--- config.mk ---
export PLATFORM = sky130hd
export DESIGN_NAME = dispatch
export DESIGN_NICKNAME = d
export VERILOG_FILES = /design/src/verilog/core_pkg.sv /design/src/verilog/decode.sv /design/src/verilog/regfile.sv /design/src/verilog/dispatch.sv
export SDC_FILE = /design/constraint.sdc
export NUM_CORES = 1
export LEC_CHECK = 0
export BUFFER_PORTS_ARGS = -buffer_cell sky130_fd_sc_hd__buf_4
export CAP_MARGIN = 10
export CORE_AREA = 2 2 210 212
export CTS_BUF_LIST = sky130_fd_sc_hd__clkbuf_2
export CTS_CLUSTER_DIAMETER = 40
export CTS_CLUSTER_SIZE = 25
export DETAILED_ROUTE_END_ITERATION = 7
export DIE_AREA = 0 0 212 214
export MAX_ROUTING_LAYER = met4
export PLACE_DENSITY = 0.63
export SYNTH_ARGS = -nofsm -noshare
export SYNTH_HDL_FRONTEND = slang
export SYNTH_SLANG_ARGS = --single-unit
--- constraint.sdc ---
create_clock -name clk -period 3.7 [get_ports clk]
set_input_delay 0.74 -clock clk [delete_from_list [all_inputs] [get_ports clk]]
set_output_delay 0.74 -clock clk [all_outputs]
set_load 0.05 [all_outputs]
--- src/verilog/core_pkg.sv ---
`default_nettype none

package core_pkg;
    localparam int XLEN        = 32;
    localparam int N_ARF_REGS  = 32;
    localparam int ROB_DEPTH   = 8;
    localparam int IQ_DEPTH    = 4;
    localparam int N_ALU_LANES = 2;

    // major opcodes of the supported integer formats
    localparam logic [6:0] OPC_OP     = 7'b0110011;
    localparam logic [6:0] OPC_OP_IMM = 7'b0010011;
    localparam logic [6:0] OPC_LUI    = 7'b0110111;
    localparam logic [6:0] OPC_AUIPC  = 7'b0010111;

    typedef logic [XLEN-1:0]               reg_data_t;
    typedef logic [XLEN-1:0]               addr_t;
    typedef logic [31:0]                   instr_t;
    typedef logic [XLEN-1:0]               imm_t;
    typedef logic [$clog2(N_ARF_REGS)-1:0] arf_id_t;
    typedef logic [$clog2(ROB_DEPTH)-1:0]  rob_id_t;
    typedef logic [2:0]                    funct3_t;

    typedef enum logic [3:0] {
        ALU_ADD, ALU_SUB, ALU_SLL, ALU_SLT, ALU_SLTU, ALU_XOR,
        ALU_SRL, ALU_SRA, ALU_OR, ALU_AND, ALU_LUI, ALU_AUIPC
    } alu_op_t;

    typedef enum logic [1:0] {
        ROB_FREE,
        ROB_WAITING,
        ROB_DONE
    } rob_state_t;

    typedef struct packed {
        instr_t instr;
        addr_t  pc;
    } ififo_entry_t;

    typedef struct packed {
        alu_op_t   op;
        logic      src1_ready;
        rob_id_t   src1_rob_id;  // tag while not ready
        reg_data_t src1_data;
        logic      src2_ready;
        rob_id_t   src2_rob_id;
        reg_data_t src2_data;
        imm_t      imm;
        logic      use_imm;
        addr_t     pc;
        rob_id_t   dst_rob_id;
    } iiq_entry_t;

    typedef struct packed {
        logic      valid;
        rob_id_t   rob_id;
        reg_data_t reg_data;
    } broadcast_t;

    typedef struct packed {
        logic    dst_valid;
        arf_id_t dst_arf_id;
        addr_t   pc;
    } rob_dispatch_t;

    typedef struct packed {
        addr_t     pc;
        logic      dst_valid;
        arf_id_t   arf_id;
        reg_data_t reg_data;
    } retire_t;
endpackage

`default_nettype wire

--- src/verilog/decode.sv ---
`default_nettype none
`timescale 1ns/100ps

module decode import core_pkg::*; (
    input  wire instr_t instr,
    output alu_op_t     op,
    output arf_id_t     rs1,
    output arf_id_t     rs2,
    output arf_id_t     rd,
    output logic        rs1_valid,
    output logic        rs2_valid,
    output logic        rd_valid,
    output imm_t        imm,
    output logic        use_imm
);
    funct3_t funct3;
    logic    known;  // one of the supported opcodes

    function automatic alu_op_t alu_fn(funct3_t f3, logic alt);
        case (f3)
            3'b000:  return alt ? ALU_SUB : ALU_ADD;
            3'b001:  return ALU_SLL;
            3'b010:  return ALU_SLT;
            3'b011:  return ALU_SLTU;
            3'b100:  return ALU_XOR;
            3'b101:  return alt ? ALU_SRA : ALU_SRL;
            3'b110:  return ALU_OR;
            default: return ALU_AND;
        endcase
    endfunction

    assign rs1    = instr[19:15];
    assign rs2    = instr[24:20];
    assign rd     = instr[11:7];
    assign funct3 = instr[14:12];

    always_comb begin
        op        = ALU_ADD;
        known     = 1'b1;
        rs1_valid = 1'b0;
        rs2_valid = 1'b0;
        use_imm   = 1'b1;
        imm       = {{20{instr[31]}}, instr[31:20]};  // I-type
        case (instr[6:0])
            OPC_OP: begin
                op        = alu_fn(funct3, instr[30]);
                rs1_valid = 1'b1;
                rs2_valid = 1'b1;
                use_imm   = 1'b0;
            end
            OPC_OP_IMM: begin
                // bit 30 only selects srai, addi has no subtract form
                op        = alu_fn(funct3, instr[30] && funct3 == 3'b101);
                rs1_valid = 1'b1;
            end
            OPC_LUI: begin
                op  = ALU_LUI;
                imm = {instr[31:12], 12'b0};
            end
            OPC_AUIPC: begin
                op  = ALU_AUIPC;
                imm = {instr[31:12], 12'b0};
            end
            default: known = 1'b0;
        endcase
        rd_valid = known && (rd != '0);  // x0 writes are dropped here
    end
endmodule

`default_nettype wire

--- src/verilog/regfile.sv ---
`default_nettype none
`timescale 1ns/100ps

module regfile #(
    parameter int ENTRY_WIDTH   = 32,
    parameter int N_ENTRIES     = 32,
    parameter int N_READ_PORTS  = 2,
    parameter int N_WRITE_PORTS = 1
) (
    input  wire                                                 clk,
    input  wire                                                 arst_n,
    input  wire  [N_READ_PORTS-1:0][$clog2(N_ENTRIES)-1:0]      rd_addr,
    output logic [N_READ_PORTS-1:0][ENTRY_WIDTH-1:0]            rd_data,
    input  wire  [N_WRITE_PORTS-1:0]                            wr_en,
    input  wire  [N_WRITE_PORTS-1:0][$clog2(N_ENTRIES)-1:0]     wr_addr,
    input  wire  [N_WRITE_PORTS-1:0][ENTRY_WIDTH-1:0]           wr_data
);
    logic [ENTRY_WIDTH-1:0] mem_q [N_ENTRIES];

    for (genvar r = 0; r < N_READ_PORTS; r++) begin : g_rd
        assign rd_data[r] = mem_q[rd_addr[r]];
    end

    always_ff @(posedge clk or negedge arst_n) begin
        if (!arst_n) begin
            for (int i = 0; i < N_ENTRIES; i++) begin
                mem_q[i] <= '0;
            end
        end else begin
            for (int w = 0; w < N_WRITE_PORTS; w++) begin
                if (wr_en[w]) begin
                    mem_q[wr_addr[w]] <= wr_data[w];  // later port overrides
                end
            end
        end
    end
endmodule

`default_nettype wire

--- src/verilog/dispatch.sv ---
`default_nettype none
`timescale 1ns/100ps

module dispatch import core_pkg::*; (
    input  wire                               clk,
    input  wire                               arst_n,
    input  wire                               ififo_valid,
    output logic                              ififo_ready,
    input  wire ififo_entry_t                 ififo_data,
    input  wire                               rob_alloc_ready,
    output logic                              rob_alloc_valid,
    output rob_dispatch_t                     rob_alloc_data,
    input  wire rob_id_t                      rob_alloc_id,
    output rob_id_t [1:0]                     rob_src_id,
    input  wire [1:0]                         rob_src_ready,
    input  wire reg_data_t [1:0]              rob_src_data,
    output arf_id_t [1:0]                     arf_src_addr,
    input  wire reg_data_t [1:0]              arf_src_data,
    input  wire                               iq_ready,
    output logic                              iq_valid,
    output iiq_entry_t                        iq_data,
    input  wire broadcast_t [N_ALU_LANES-1:0] bcast,
    input  wire                               retire_valid,
    input  wire retire_t                      retire_data
);
    alu_op_t               op;
    arf_id_t               rs1;
    arf_id_t               rs2;
    arf_id_t               rd;
    logic                  rs1_valid;
    logic                  rs2_valid;
    logic                  rd_valid;
    imm_t                  imm;
    logic                  use_imm;
    logic                  transfer;
    logic                  rename_rd;
    logic                  live_q;     // first cycle out of reset has passed
    logic [N_ARF_REGS-1:0] renamed_q;  // retired-bit table, 1 = newest value lives in the ROB
    rob_id_t               ret_ptr_q;  // tracks the ROB head since retire is in order
    rob_id_t [2:0]         tag_rd;
    logic [1:0]            src_used;
    logic [1:0]            src_ready;
    reg_data_t [1:0]       src_data;

    decode u_decode (
        .instr(ififo_data.instr),
        .op(op),
        .rs1(rs1),
        .rs2(rs2),
        .rd(rd),
        .rs1_valid(rs1_valid),
        .rs2_valid(rs2_valid),
        .rd_valid(rd_valid),
        .imm(imm),
        .use_imm(use_imm)
    );

    assign ififo_ready = live_q && rob_alloc_ready && iq_ready;
    assign transfer    = ififo_valid && ififo_ready;
    assign rename_rd   = transfer && rd_valid;

    // tag table, ports 0/1 for the sources and 2 for the retiring register
    regfile #(
        .ENTRY_WIDTH($bits(rob_id_t)),
        .N_ENTRIES(N_ARF_REGS),
        .N_READ_PORTS(3),
        .N_WRITE_PORTS(1)
    ) u_tag_table (
        .clk(clk),
        .arst_n(arst_n),
        .rd_addr({retire_data.arf_id, rs2, rs1}),
        .rd_data(tag_rd),
        .wr_en(rename_rd),
        .wr_addr(rd),
        .wr_data(rob_alloc_id)
    );

    assign arf_src_addr = {rs2, rs1};
    assign rob_src_id   = tag_rd[1:0];
    assign src_used     = {rs2_valid, rs1_valid};

    // operand select: x0 or unused, ARF if retired, then same-cycle broadcast, then ROB
    always_comb begin
        for (int s = 0; s < 2; s++) begin
            src_ready[s] = rob_src_ready[s];
            src_data[s]  = rob_src_data[s];
            if (!src_used[s] || arf_src_addr[s] == '0) begin
                src_ready[s] = 1'b1;
                src_data[s]  = '0;
            end else if (!renamed_q[arf_src_addr[s]]) begin
                src_ready[s] = 1'b1;
                src_data[s]  = arf_src_data[s];
            end else begin
                for (int l = 0; l < N_ALU_LANES; l++) begin
                    if (bcast[l].valid && bcast[l].rob_id == tag_rd[s]) begin
                        src_ready[s] = 1'b1;
                        src_data[s]  = bcast[l].reg_data;
                    end
                end
            end
        end
    end

    assign rob_alloc_valid = transfer;
    assign rob_alloc_data  = '{dst_valid: rd_valid, dst_arf_id: rd, pc: ififo_data.pc};

    assign iq_valid = transfer;
    assign iq_data  = '{
        op: op,
        src1_ready: src_ready[0], src1_rob_id: tag_rd[0], src1_data: src_data[0],
        src2_ready: src_ready[1], src2_rob_id: tag_rd[1], src2_data: src_data[1],
        imm: imm,
        use_imm: use_imm,
        pc: ififo_data.pc,
        dst_rob_id: rob_alloc_id
    };

    always_ff @(posedge clk or negedge arst_n) begin
        if (!arst_n) begin
            live_q    <= 1'b0;
            ret_ptr_q <= '0;
            renamed_q <= '0;
        end else begin
            live_q <= 1'b1;
            if (retire_valid) begin
                ret_ptr_q <= ret_ptr_q + 1'b1;
                // only if no younger writer renamed the register meanwhile
                if (retire_data.dst_valid && tag_rd[2] == ret_ptr_q) begin
                    renamed_q[retire_data.arf_id] <= 1'b0;
                end
            end
            if (rename_rd) begin
                renamed_q[rd] <= 1'b1;  // beats a same-cycle clear
            end
        end
    end
endmodule

`default_nettype wire

### Word level (Yosys, flattened, before mapping)

Index checks and enable logic that the tools add are counted.

| word-level totals | value |
|---|---|
| flip-flop bits (word level) | 132 |
| bits of input ports | 345 |
| output and inout port bits | 201 |
| logic and storage cells | 145 |

| cells by class | value |
|---|---|
| add/subtract/negate cells | 1 |
| $lt $le $gt $ge | 11 |
| eq/ne operators | 15 |
| muxes and demuxes | 51 |
| bitwise logic cells | 7 |
| reduce and logical (&&, ||, !) cells | 25 |

Operators with widths:

| cell | count |
|---|---|
| $mux W32 | 11 |
| $bwmux W96 | 1 |
| $pmux W4 S7 | 2 |
| $bmux W3 S5 | 3 |
| $and A32 B32 Y32 | 1 |
| $not A32 Y32 | 1 |
| $or A32 B32 Y32 | 1 |
| $mux W31 | 1 |
| $ge A6 B6 Y1 const B | 4 |
| $lt A5 B6 Y1 const B | 4 |
| $not A5 Y6 | 4 |
| $mux W3 | 7 |
| $mux W1 | 20 |
| $pmux W4 S4 | 1 |
| $demux W3 S5 | 1 |
| $eq A3 B3 Y1 | 5 |
| $eq A7 B5 Y1 const B | 2 |
| $eq A7 B6 Y1 const B | 2 |
| $logic_and A1 B1 Y1 | 14 |
| $bmux W1 S5 | 2 |
| $demux W1 S5 | 2 |
| $ge A5 B1 Y1 const B | 2 |
| $logic_not A5 Y1 | 2 |
| $eq A3 B3 Y1 const B | 3 |
| 10 further kinds | 14 |

### Depth between registers and ports, before layout

Gate-level depths: netlist of run 1.

| depth | value |
|---|---|
| depth in word-level cells | 10 |
| gate-level depth with buffers | 13 |
| gate-level depth less buffers | 8 |

### Modules after synthesis

From an unflattened synthesis of run 1, not the netlist that was laid out.

| second synthesis, totals | value |
|---|---|
| cells, all modules | 1142 |
| area, all modules | 12016.5 sq um |

Modules (own cells, without submodules):

| module | instances | cells each | area each (sq um) | seq. area each (sq um) |
|---|---|---|---|---|
| regfile | 1 | 369 | 6008.3 | 2402.3 |
| dispatch | 1 | 691 | 5476.5 | 900.9 |
| decode | 1 | 82 | 531.8 | 0.0 |

### Worst setup path after synthesis of run 1

Ideal clock, no wire load.

| path | value |
|---|---|
| kind | in2out |
| start point | in ififo_data[52] (netlist name) |
| end point | out iq_data[70] (netlist name) |
| arrival time | 4871 ps |
| required time | 2960 ps |
| slack | -1911 ps |
| stages | 13 |
| path buffers | 5 |
| cells stage by stage | buf_2 -> buf_6 -> buf_4 -> mux2i_1 -> a22oi_1 -> a21oi_1 -> nor4_2 -> xnor2_1 -> and4_1 -> buf_2 -> clkbuf_1 -> nand3_1 -> a311oi_1 |

RTL lines:

| element | line | text |
|---|---|---|
| from (decl) | dispatch.sv:9 | `input wire ififo_entry_t ififo_data,` |
| to (decl) | dispatch.sv:21 | `output iiq_entry_t iq_data,` |

==> parameters.txt, run 1 <==
Parameter                              Value

Synth
  Post-synth EDFFs ... 0
  Ys Warns ... 0
  Most repeated cell in the gate-level netlist after synthesis ... o21ai_0
  FFs w/ async S/R, synth ... 100%
  Mean Syn Cell Area ... around 9.4 um2
  Sequential-to-total area share from yosys stat ... roughly 28%
  Top cell type by total area after synthesis ... dfrtp_1
  Flops & latches, synth ... between 100 and 150
  Post-synthesis adder-cell area fraction ... less than 1%
  Mux contribution to synthesized area ... 26.8%
  Combinational family with the most area after synthesis ... multiplexers
  Simple-gate share of the synthesized area ... 12.8%
  Most instantiated flip-flop cell in the synthesis netlist ... dfrtp_1
  Most instantiated cells after synthesis ... 144 x o21ai_0, 132 x dfrtp_1, 98 x buf_4
  Distinct cell type count of the synthesized netlist ... 56
  Cell count after synthesis ... ~1200
  Post-synthesis instance area ... about 0.012 mm2
  Synthesized-area fraction occupied by ao, oa, aoi and oai cells ... 19.5%
  XOR/XNOR share of the synthesized area ... 1.18%
  Syn Nets ... 1594
  Post-synth top area share ... roughly 28%
  Synth top area cells ... dfrtp_1 28%, mux2_2 9.2%, mux4_2 9.2%

Global routing
  Overflow after GRT ... 0
  Largest net degree at the start of global routing ... 64
  First-pass GRT wire length ... ~90000 um
  Number of global-route vias before repair ... around 13000
  Initial antenna violation count ... 14
  Overall routing resource usage ... between 20% and 30%

STA
  Fmax ... between 200 and 250 MHz
  Hold violation count in the final report ... 0
  Worst-case headroom to the max-slew limit ... between 40 and 50%
  Period minus WS final ... between 4 and 5 ns
  Slew at the pin closest to its max-slew limit ... around 0.85 ns
  Number of pins with negative max-slew slack in the final report ... 0
  Clock skew after layout ... around 0.038 ns
  Setup Viol. Count Final ... 68
  Final period utilization ... 125%
  RSZ-0062 raised after global routing ... true
  Slack of the critical path ... -0.942 ns

Clock tree
  Max clock buf depth ... 2
  Htree depth ... 4
  CTS buffer count ... 17
  Number of clock sinks ... between 100 and 150
  Clk_lat worst skew ... 0.76 ns
  Clock Root Buffer ... clkbuf_2
  CTS tree ... done
  Clock transition at the registers of the reported paths ... roughly 0.22 ns

Setup path
  Crit path max fanout ... 6
  Type of element launching the critical path ... register
  WS Path Type ... register to primary output
  Sort of element at the end of the critical path ... primary output
  Required time at the worst-slack endpoint ... slightly below 3 ns
  Critical path arrival ... 3.90 ns

Outcome
  Failing checks ... negative setup slack
  Outcome ... finished, violations left

Hold path
  Class of the tightest hold or removal check ... primary input to asynchronous set/reset pin

Placed design
  Number of port buffers ... approximately 390
  Placement-stage cell area ... between 0.015 and 0.02 mm2
  Post-detail-place hpwl ... 50600 um
  Last weighted congestion value of the routability-driven placer ... between 0.9 and 1
  Pre-CTS setup slack ... -0.928 ns

Detailed routing
  First drt pass iteration count ... 5
  Final wirelength ... between 60000 and 70000 um
  Via count of the routed design ... roughly 13000
  Antenna violation net count after detailed routing ... 0
  Via-per-instance ratio ... between 5 and 6
  # DRC ... 0
  Drt wl/cell ... 27.8 um
  Iteration-0 DRC count of the detailed router ... about 1200

Floorplan
  Number of ports placed on the die boundary ... 546
  Area of the core ... around 0.043 mm2
  Vertical extent of the die ... ~210 um
  Starting Density ... between 20% and 30%
  Die Wd ... ~210 um
  Full die area ... about 0.045 mm2
  Core Rows ... 76

Cells and area
  Final-stage net count ... between 2000 and 2500
  Sequential Area ... between 0.003 and 0.004 mm2
  Layout-stage area growth over the synthesis result ... 62.1%
  Final instance area ... between 0.015 and 0.02 mm2
  Share of post-route cells with drive strength above 1 ... ~57%
  Count of fill cells added during filler insertion ... around 4100
  Area of the multi-input gates ... around 0.0086 mm2

Power
  Largest vdd supply drop ... about 0.17 mV
  Leakage Power ... a little over 8 nW
  Total power divided by cell area ... 214 mW/mm2

Job
  Maximum Capacitance Violations ... 0
[routing by layer]
layer	global-route usage, %	routed length (um)	vias to the layer above
li1	-	-	5678
met4	11.0	2660	0
met3	5.73	5200	104
met1	34.8	25700	6557
met2	45.6	31300	707
met5	-	0	-
[path summary, 6_finish.rpt]
kind	endpoint	start	cells past startpoint	slack, ns
worst max register to register	renamed_q[10]	u_tag_table.mem_q[11]	13	0.63
worst min-delay path	u_tag_table.mem_q[9]	arst_n	1	0.05
worst min register to register	u_tag_table.mem_q[94]	u_tag_table.mem_q[94]	0	0.46
worst max-delay path	iq_data[107]	u_tag_table.mem_q[23]	10	-0.94
max in group asynchronous	u_tag_table.mem_q[68]	arst_n	2	2.74
min in group clk	ret_ptr_q[0]	retire_valid	2	0.14
[area by class of cell]
type	count	share of cell area [%]
Timing Repair Buffer	668	31.7
Sequential cell	132	17.4
Antenna cell	12	0.158
Tap cell	585	3.85
Inverter	18	0.375
Clock buffer	20	0.526
Multi-Input combinational cell	889	45.1
Clock inverter	12	0.974
[flip-flops by register name (all words and copies together) (netlist names)]
register / flops
u_tag_table.mem_q: 96
renamed_q: 32
ret_ptr_q: 3
live_q: 1
[placed cells by master, fill, tap and decap left out, types with 6 or more instances in the layout]
cell,netlist,routed
nand3_2,0,8
a21o_1,20,20
diode_2,0,12
o21ai_1,0,20
mux2i_1,80,78
dfrtp_1,132,132
nand3_1,68,59
a21oi_1,33,30
nor2b_1,18,17
mux4_2,48,52
nor3_1,73,47
buf_16,0,8
a311oi_4,0,63
nor3_2,0,21
nor3b_1,6,6
nand4_1,7,7
nor2_1,41,40
buf_6,10,81
clkbuf_2,0,20
mux2_2,96,95
xnor2_1,10,6
inv_1,17,16
buf_4,98,537
a31oi_1,20,20
nand2_1,36,35
buf_12,1,38
a22oi_1,52,52
o21ai_0,144,117
o21ai_2,0,6
[per-stage QoR]
stage | util [%] | setup TNS (ns) | hold slack, ns | power [mW] | cells
finish | 44.3 | -47.94 | 0.0489 | 4.07 | 2336
global route | 44.3 | -56.12 | 0.0724 | 4.22 | 2336
CTS | 43.6 | -49.22 | 0.0112 | 4.03 | 2313
detailed placement | 40.5 | -49.40 | 0.421 | 2.88 | 2252
global placement | 40.5 | -48.96 | 0.413 | 2.87 | 2252
floorplan | - | -51.67 | 0.444 | 2.39 | 1248
[critical path, cell delays in order (launching register included)]
cell	delay (ns)
dfrtp_1	0.44
mux4_2	0.52
mux4_2	0.53
mux2i_4	0.20
buf_12	0.16
xor2_4	0.16
inv_2	0.05
o21a_4	0.28
buf_12	0.17
a311oi_4	0.41
buf_6	0.22
[report_power, final]
part / total [mW] / leakage (nW) / internal [mW] / switching [mW]
Sequential: 1.49 / 1.84 / 1.47 / 0.0282
Combinational: 1.49 / 6.18 / 0.617 / 0.872
Clock: 1.08 / 0.173 / 0.511 / 0.573
Total: 4.07 / 8.18 / 2.59 / 1.47
[cells by family after synthesis]
kind of cell               Yosys count
AOI/OAI and AO/OA                  351
and+or+nand+nor                    290
muxes                              231
buffers and inverters              227
DFF                                132
xor gates and xnor gates            15
adders and majority gates            1
other                                1
[timing repair]
item                                   4_1_cts  5_1_grt
pin swaps                                   23       14
buffers inserted                            22        8
endpoints found under the hold margin        0        0
setup endpoints to repair                   68       68
gates resized for setup                    154       44
gates cloned                                 9        5
hold buffers                                 0        0
Power figures use the tool's default switching activity.
==> run 2, diff against run 1 <==
==> constraint.sdc (replaced) <==
create_clock -name clk -period 4 [get_ports clk]
set_input_delay 0.8 -clock clk [delete_from_list [all_inputs] [get_ports clk]]
set_output_delay 0.8 -clock clk [all_outputs]
set_load 0.05 [all_outputs]
==> run 2 against run 1 <==
Effect of this change:
- the run still ends with negative setup slack left
- clock skew is 0.0058 ns lower
- global-route usage is 1.4 points lower
- clock-buffer cell count did not move
- cell count decreased by 1.1%
- sequential power is 7% lower
- largest power group is now combinational logic
- total power down 6.9%
- non-clock buffer count decreased by 22
- flip-flop and latch count unchanged
- register-to-register slack improved by 0.46 ns
- combinational power decreased by 4%
==> parameters.txt, run 2 (synthesis gave the netlist of run 1 again) <==
Parameter                              Value

Outcome
  Outcome ... finished, violations left
  Failing checks ... negative setup slack

Power
  Cell internal power dissipation ... around 2.4 mW
  Largest vdd supply drop ... 0.165 mV
  Total design power ... ~3.8 mW
  Total power divided by cell area ... roughly 200 mW/mm2
  Sw frac ... approximately 36%
  Portion of total power attributed to combinational logic ... 37.6%
  Clock share of power ... roughly 26%
  Net switching power ... roughly 1.4 mW
  Leakage Power ... around 8.1 nW
  Sequential share of power ... between 30 and 40%

Detailed routing
  Antenna violation net count after detailed routing ... 0
  Via-per-instance ratio ... 5.66
  Via count of the routed design ... 13100
  First drt pass iteration count ... 5
  # DRC ... 0
  Drt wl/cell ... between 20 and 30 um
  Final wirelength ... 62500 um
  Iteration-0 DRC count of the detailed router ... roughly 1300

Cells and area
  Share of post-route cells with drive strength above 1 ... a little under three fifths
  Sequential Area ... 0.00330 mm2
  Flip-flop count of the largest register, all copies and words added ... 96
  Most common library cell in the layout ignoring fill and taps ... buf_4
  Largest regs ... u_tag_table.mem_q (96), renamed_q (32), ret_ptr_q (3)
  Count of fill cells added during filler insertion ... approximately 4000
  Area of the multi-input gates ... 0.00872 mm2
  Register containing the most flip-flops in the final layout ... u_tag_table.mem_q
  Core Util, Final ... 44.2%
  Most frequent cells in the layout ... 508 x buf_4, 132 x dfrtp_1, 113 x o21ai_0
  Final-stage net count ... 2050
  Layout-stage area growth over the synthesis result ... 61.6%

Clock tree
  Clock Root Buffer ... clkbuf_2
  Clock transition at the registers of the reported paths ... ~0.20 ns
  CTS buffer count ... 17
  Htree depth ... 4
  Clk_lat worst skew ... 0.74 ns
  CTS tree ... done
  Number of clock sinks ... 132
  Max clock buf depth ... 2

Floorplan
  Full die area ... 0.0454 mm2
  Number of ports placed on the die boundary ... 546
  Die Wd ... around 210 um
  Starting Density ... between 20% and 30%
  Core Rows ... 76
  Area of the core ... ~0.043 mm2
  Vertical extent of the die ... ~210 um

Setup path
  Critical path arrival ... between 3 and 4 ns
  WS Path Type ... register to primary output
  Crit path max fanout ... 11
  Type of element launching the critical path ... register
  Required time at the worst-slack endpoint ... ~3.2 ns
  Sort of element at the end of the critical path ... primary output

Global routing
  Overflow after GRT ... 0
  Largest net degree at the start of global routing ... 97
  First-pass GRT wire length ... 87700 um
  Overall routing resource usage ... roughly 27%
  Initial antenna violation count ... 9
  Number of global-route vias before repair ... 12800

STA
  Final period utilization ... 116%
  Clock skew after layout ... around 0.033 ns
  Fmax ... approximately 220 MHz
  Worst hold-check slack ... between 0.2 and 0.3 ns
  Slack of the critical path ... -0.626 ns
  Setup TNS ... -30.37 ns
  Number of pins with negative max-slew slack in the final report ... 0
  Hold violation count in the final report ... 0
  RSZ-0062 raised after global routing ... true
  Period minus WS final ... between 4 and 5 ns
  Worst-case headroom to the max-slew limit ... around 56%
  Setup Viol. Count Final ... 66
  Slew at the pin closest to its max-slew limit ... 0.667 ns

Placed design
  Last weighted congestion value of the routability-driven placer ... around 0.94
  Number of port buffers ... just under 400
  Post-detail-place hpwl ... slightly below 50000 um

Job
  Maximum Capacitance Violations ... 0

Hold path
  Class of the tightest hold or removal check ... primary input to register
==> run 2: cell types whose count changed in the layout (fill, tap and decap cells not counted), moves of 3 or more <==
cell	previous run	this run
buf_4	537	508
buf_6	81	87
buf_16	8	3
nor3_2	21	16
nor3_4	5	10
o21ai_4	1	6
buf_8	0	4
diode_2	12	8
nand3_2	8	12
o21ai_0	117	113
nand3_1	59	56
==> run 2: path summary, 6_finish.rpt <==
| check | from | to | slack [ns] | cells past startpoint |
|---|---|---|---|---|
| setup / recovery | u_tag_table.mem_q[56] | iq_data[118] | -0.63 | 10 |
| hold / removal | retire_valid | ret_ptr_q[0] | 0.26 | 2 |
| setup reg to reg | u_tag_table.mem_q[14] | renamed_q[14] | 1.09 | 12 |
| hold reg to reg | u_tag_table.mem_q[94] | u_tag_table.mem_q[94] | 0.46 | 0 |
| max in group asynchronous | arst_n | u_tag_table.mem_q[26] | 2.53 | 3 |
| min in group asynchronous | arst_n | u_tag_table.mem_q[22] | 0.56 | 2 |
==> run 2: per-stage QoR <==
stage	area, um2	cells	worst slack [ns]
after global placement	17200	2221	-0.646
after detailed placement	17200	2221	-0.660
after floorplan	13000	1248	-0.623
after global routing	19000	2310	-0.721
after CTS	18300	2281	-0.632
final	19000	2310	-0.626
==> run 2: layout make-up <==
cell class	count	share of cell area, %
repair buffers	646	30.8
multi-input cells	889	46.0
flip-flops and latches	132	17.4
inverters	18	0.356
clock buffers	20	0.528
diodes	8	0.106
well taps	585	3.86
clock inverters	12	0.977
==> run 2: routing by layer <==
layer	track usage (%)	routed length [um]	vias to the layer above
li1	-	-	5615
met3	5.04	5090	117
met5	-	0	-
met4	10.7	2540	0
met1	33.0	24200	6600
met2	43.7	30600	744
==> run 2: critical path, cell delays in order (launching register included) <==
cell      delay (ns)
dfrtp_1         0.44
mux4_2          0.52
mux4_2          0.53
mux2i_4         0.20
buf_12          0.16
xor2_4          0.15
inv_2           0.04
o21a_4          0.26
buf_12          0.18
a311oi_4        0.37
buf_6           0.21
==> run 2: power groups by stage <==
| stage | combinational (mW) | sequential (mW) | clock [mW] |
|---|---|---|---|
| floorplan | 0.818 | 1.40 | 0 |
| global placement | 1.24 | 1.40 | 0 |
| detailed placement | 1.25 | 1.41 | 0 |
| CTS | 1.30 | 1.38 | 0.993 |
| global route | 1.49 | 1.38 | 1.06 |
| finish | 1.43 | 1.38 | 0.981 |
==> run 2: what timing repair did <==
action | in CTS | in global routing
gates resized for setup | 125 | 106
pin swaps | 15 | 54
endpoints found under the setup margin | 66 | 66
buffers inserted | 21 | 27
cloned | 6 | 6
hold endpoints to repair | 36 | 0
hold buffers | 1 | 0
==> run 3, diff against run 2 <==
--- a/config.mk
+++ b/config.mk
@@ -7,14 +7,13 @@
 export LEC_CHECK = 0
 export BUFFER_PORTS_ARGS = -buffer_cell sky130_fd_sc_hd__buf_4
 export CAP_MARGIN = 10
-export CORE_AREA = 2 2 210 212
+export CORE_AREA = 2 2 211 213
 export CTS_BUF_LIST = sky130_fd_sc_hd__clkbuf_2
-export CTS_CLUSTER_DIAMETER = 40
 export CTS_CLUSTER_SIZE = 25
 export DETAILED_ROUTE_END_ITERATION = 7
-export DIE_AREA = 0 0 212 214
+export DIE_AREA = 0 0 213 215
 export MAX_ROUTING_LAYER = met4
-export PLACE_DENSITY = 0.63
+export PLACE_DENSITY = 0.61
 export SYNTH_ARGS = -nofsm -noshare
 export SYNTH_HDL_FRONTEND = slang
 export SYNTH_SLANG_ARGS = --single-unit
==> constraint.sdc (replaced) <==
create_clock -name clk -period 5 [get_ports clk]
set_input_delay 1 -clock clk [delete_from_list [all_inputs] [get_ports clk]]
set_output_delay 1 -clock clk [all_outputs]
set_load 0.05 [all_outputs]
==> run 3 against run 2 <==
Effect of this change:
- the run now ends clean
- first-iteration DRC count grew 8.1%
- clock-buffer cell count is the same
- critical path type is now primary input to primary output
- total power shrank 27%
- die area rose by 0.94%
- sequential share of layout area up 2.3 points
- critical endpoint is now iq_data[90]
==> parameters.txt, run 3 (synthesis gave the netlist of run 1 again) <==
Parameter                              Value

Outcome
  Outcome ... finished clean

Clock tree
  Clock transition at the registers of the reported paths ... around 0.2 ns
  Clock Root Buffer ... clkbuf_2
  Number of clock sinks ... between 100 and 150
  Htree depth ... 4
  CTS buffer count ... 17
  Clk_lat worst skew ... approximately 0.75 ns
  CTS tree ... done
  Max clock buf depth ... 2

Power
  Sw frac ... a little under two fifths
  Clock share of power ... between 20% and 30%
  Largest vdd supply drop ... 0.119 mV
  Portion of total power attributed to combinational logic ... between 30% and 40%
  Leakage Power ... 7.09 nW
  Sequential share of power ... around two fifths
  Total power divided by cell area ... 166 mW/mm2
  Cell internal power dissipation ... about 1.8 mW
  Net switching power ... roughly 1.0 mW

Cells and area
  Register containing the most flip-flops in the final layout ... u_tag_table.mem_q
  Most common library cell in the layout ignoring fill and taps ... buf_4
  Share of post-route cells with drive strength above 1 ... 49.3%
  Most frequent cells in the layout ... 449 x buf_4, 142 x o21ai_0, 132 x dfrtp_1
  Layout-stage area growth over the synthesis result ... 42.5%
  Largest regs ... u_tag_table.mem_q (96), renamed_q (32), ret_ptr_q (3)
  Count of fill cells added during filler insertion ... around 4300
  Core Util, Final ... 38.3%
  Final-stage net count ... 1890
  Flip-flop count of the largest register, all copies and words added ... 96

Detailed routing
  Via-per-instance ratio ... 5.75
  Via count of the routed design ... approximately 12000
  Final wirelength ... around 60000 um
  Antenna violation net count after detailed routing ... 0
  # DRC ... 0
  Iteration-0 DRC count of the detailed router ... 1399
  First drt pass iteration count ... 5
  Drt wl/cell ... around 28 um

Floorplan
  Starting Density ... a little over a quarter
  Full die area ... between 0.04 and 0.05 mm2
  Vertical extent of the die ... 215 um
  Die Wd ... roughly 210 um
  Core Rows ... just under 80
  Area of the core ... roughly 0.044 mm2
  Number of ports placed on the die boundary ... 546

Setup path
  Required time at the worst-slack endpoint ... roughly 4.0 ns
  Type of element launching the critical path ... primary input
  Startpoint of the worst-slack reg-to-reg timing path ... u_tag_table.mem_q[37]
  Sort of element at the end of the critical path ... primary output
  Longest individual stage delay on the worst path ... 0.37 ns
  Slowest stage cell, crit path ... nor4_4
  Critical path arrival ... slightly below 4 ns
  WS Path Type ... primary input to primary output
  Worst setup path startpoint ... ififo_data[52]
  CP Cell Sequence ... buf_4 > buf_12 > mux2i_1 > a22oi_1 > a21oi_1 > buf_4 > nor4_4 > xnor2_1 > and4_2 > buf_12 > buf_12 > nand3_2 > a311oi_4 > buf_4
  Crit path max fanout ... 19
  Worst path buffer plus inverter count ... 6
  Largest delay share family, worst path ... buffers and inverters

STA
  Period minus WS final ... between 4 and 5 ns
  Number of pins with negative max-slew slack in the final report ... 0
  Worst hold-check slack ... 0.369 ns
  Worst-case headroom to the max-slew limit ... roughly 28%
  Slew at the pin closest to its max-slew limit ... 1.07 ns
  Fmax ... between 200 and 250 MHz
  Clock skew after layout ... between 0.03 and 0.04 ns
  Hold violation count in the final report ... 0
  Setup Viol. Count Final ... 0
  Final period utilization ... just under 100%

Hold path
  Class of the tightest hold or removal check ... primary input to asynchronous set/reset pin

Placed design
  Number of port buffers ... 385
  Last weighted congestion value of the routability-driven placer ... about 1
  Post-detail-place hpwl ... ~47000 um

Global routing
  Initial antenna violation count ... 5
  First-pass GRT wire length ... 84200 um
  Overflow after GRT ... 0
  Number of global-route vias before repair ... 12100
  Overall routing resource usage ... between 20 and 30%
  Largest net degree at the start of global routing ... 74

Job
  Maximum Capacitance Violations ... 0
-- run 3: cell count changes in the layout (fill, tap and decap cells not counted), moves of 14 or more --
cell / delta
o21ai_0: +29
nor3_1: +24
nor3_2: -14
buf_12: -14
buf_6: -77
o21ai_1: -17
buf_4: -59
-- run 3: layer usage --
layer | routed length (um) | global-route usage [%]
met5 | 0 | -
met4 | 2060 | 8.74
met3 | 4830 | 5.16
met2 | 28800 | 42.0
met1 | 23900 | 32.1
-- run 3: power groups by stage --
stage	clock network, mW	registers, mW	logic (mW)
detailed placement	0	1.12	0.965
floorplan	0	1.12	0.657
finish	0.685	1.10	0.989
global placement	0	1.12	0.957
CTS	0.697	1.10	0.970
global route	0.748	1.10	1.04
-- run 3: per-stage QoR --
step	std cells	total power [mW]	worst slack (ns)	setup TNS, ns	cell area [um2]
after floorplan	1248	1.77	-0.0472	-1.20	13000
after global placement	2110	2.08	-0.0291	-0.0291	16300
after detailed placement	2110	2.09	-0.00290	-0.00290	16300
after CTS	2143	2.77	0.00898	0	16500
after global routing	2154	2.89	-0.00130	-0.00130	16700
final	2154	2.77	0.0630	0	16700
-- run 3: final cells by class --
class | instances | area [um2] | area share, %
multi-input cells | 889 | 8310 | 49.7
repair buffers | 486 | 4040 | 24.2
flip-flops and latches | 132 | 3300 | 19.8
well taps | 592 | 741 | 4.43
clock inverters | 12 | 138 | 0.823
clock buffers | 20 | 100 | 0.599
inverters | 18 | 67.6 | 0.404
diodes | 5 | 12.5 | 0.0749
-- run 3: worst paths after layout --
check	endpoint	slack, ns	cells past startpoint
setup / recovery	iq_data[90]	0.06	14
hold / removal	u_tag_table.mem_q[55]	0.37	1
setup reg to reg	renamed_q[11]	1.97	9
hold reg to reg	u_tag_table.mem_q[95]	0.46	0
max in group asynchronous	renamed_q[7]	3.58	2
min in group clk	ret_ptr_q[0]	0.46	2
-- run 3: timing repair --
| item | 4_1_cts | 5_1_grt |
|---|---|---|
| gates resized for setup | 0 | 23 |
| hold buffers | 0 | 0 |
| pin swaps | 1 | 2 |
| setup buffers | 1 | 4 |
| setup endpoints to repair | 2 | 65 |
| cloned | 0 | 2 |
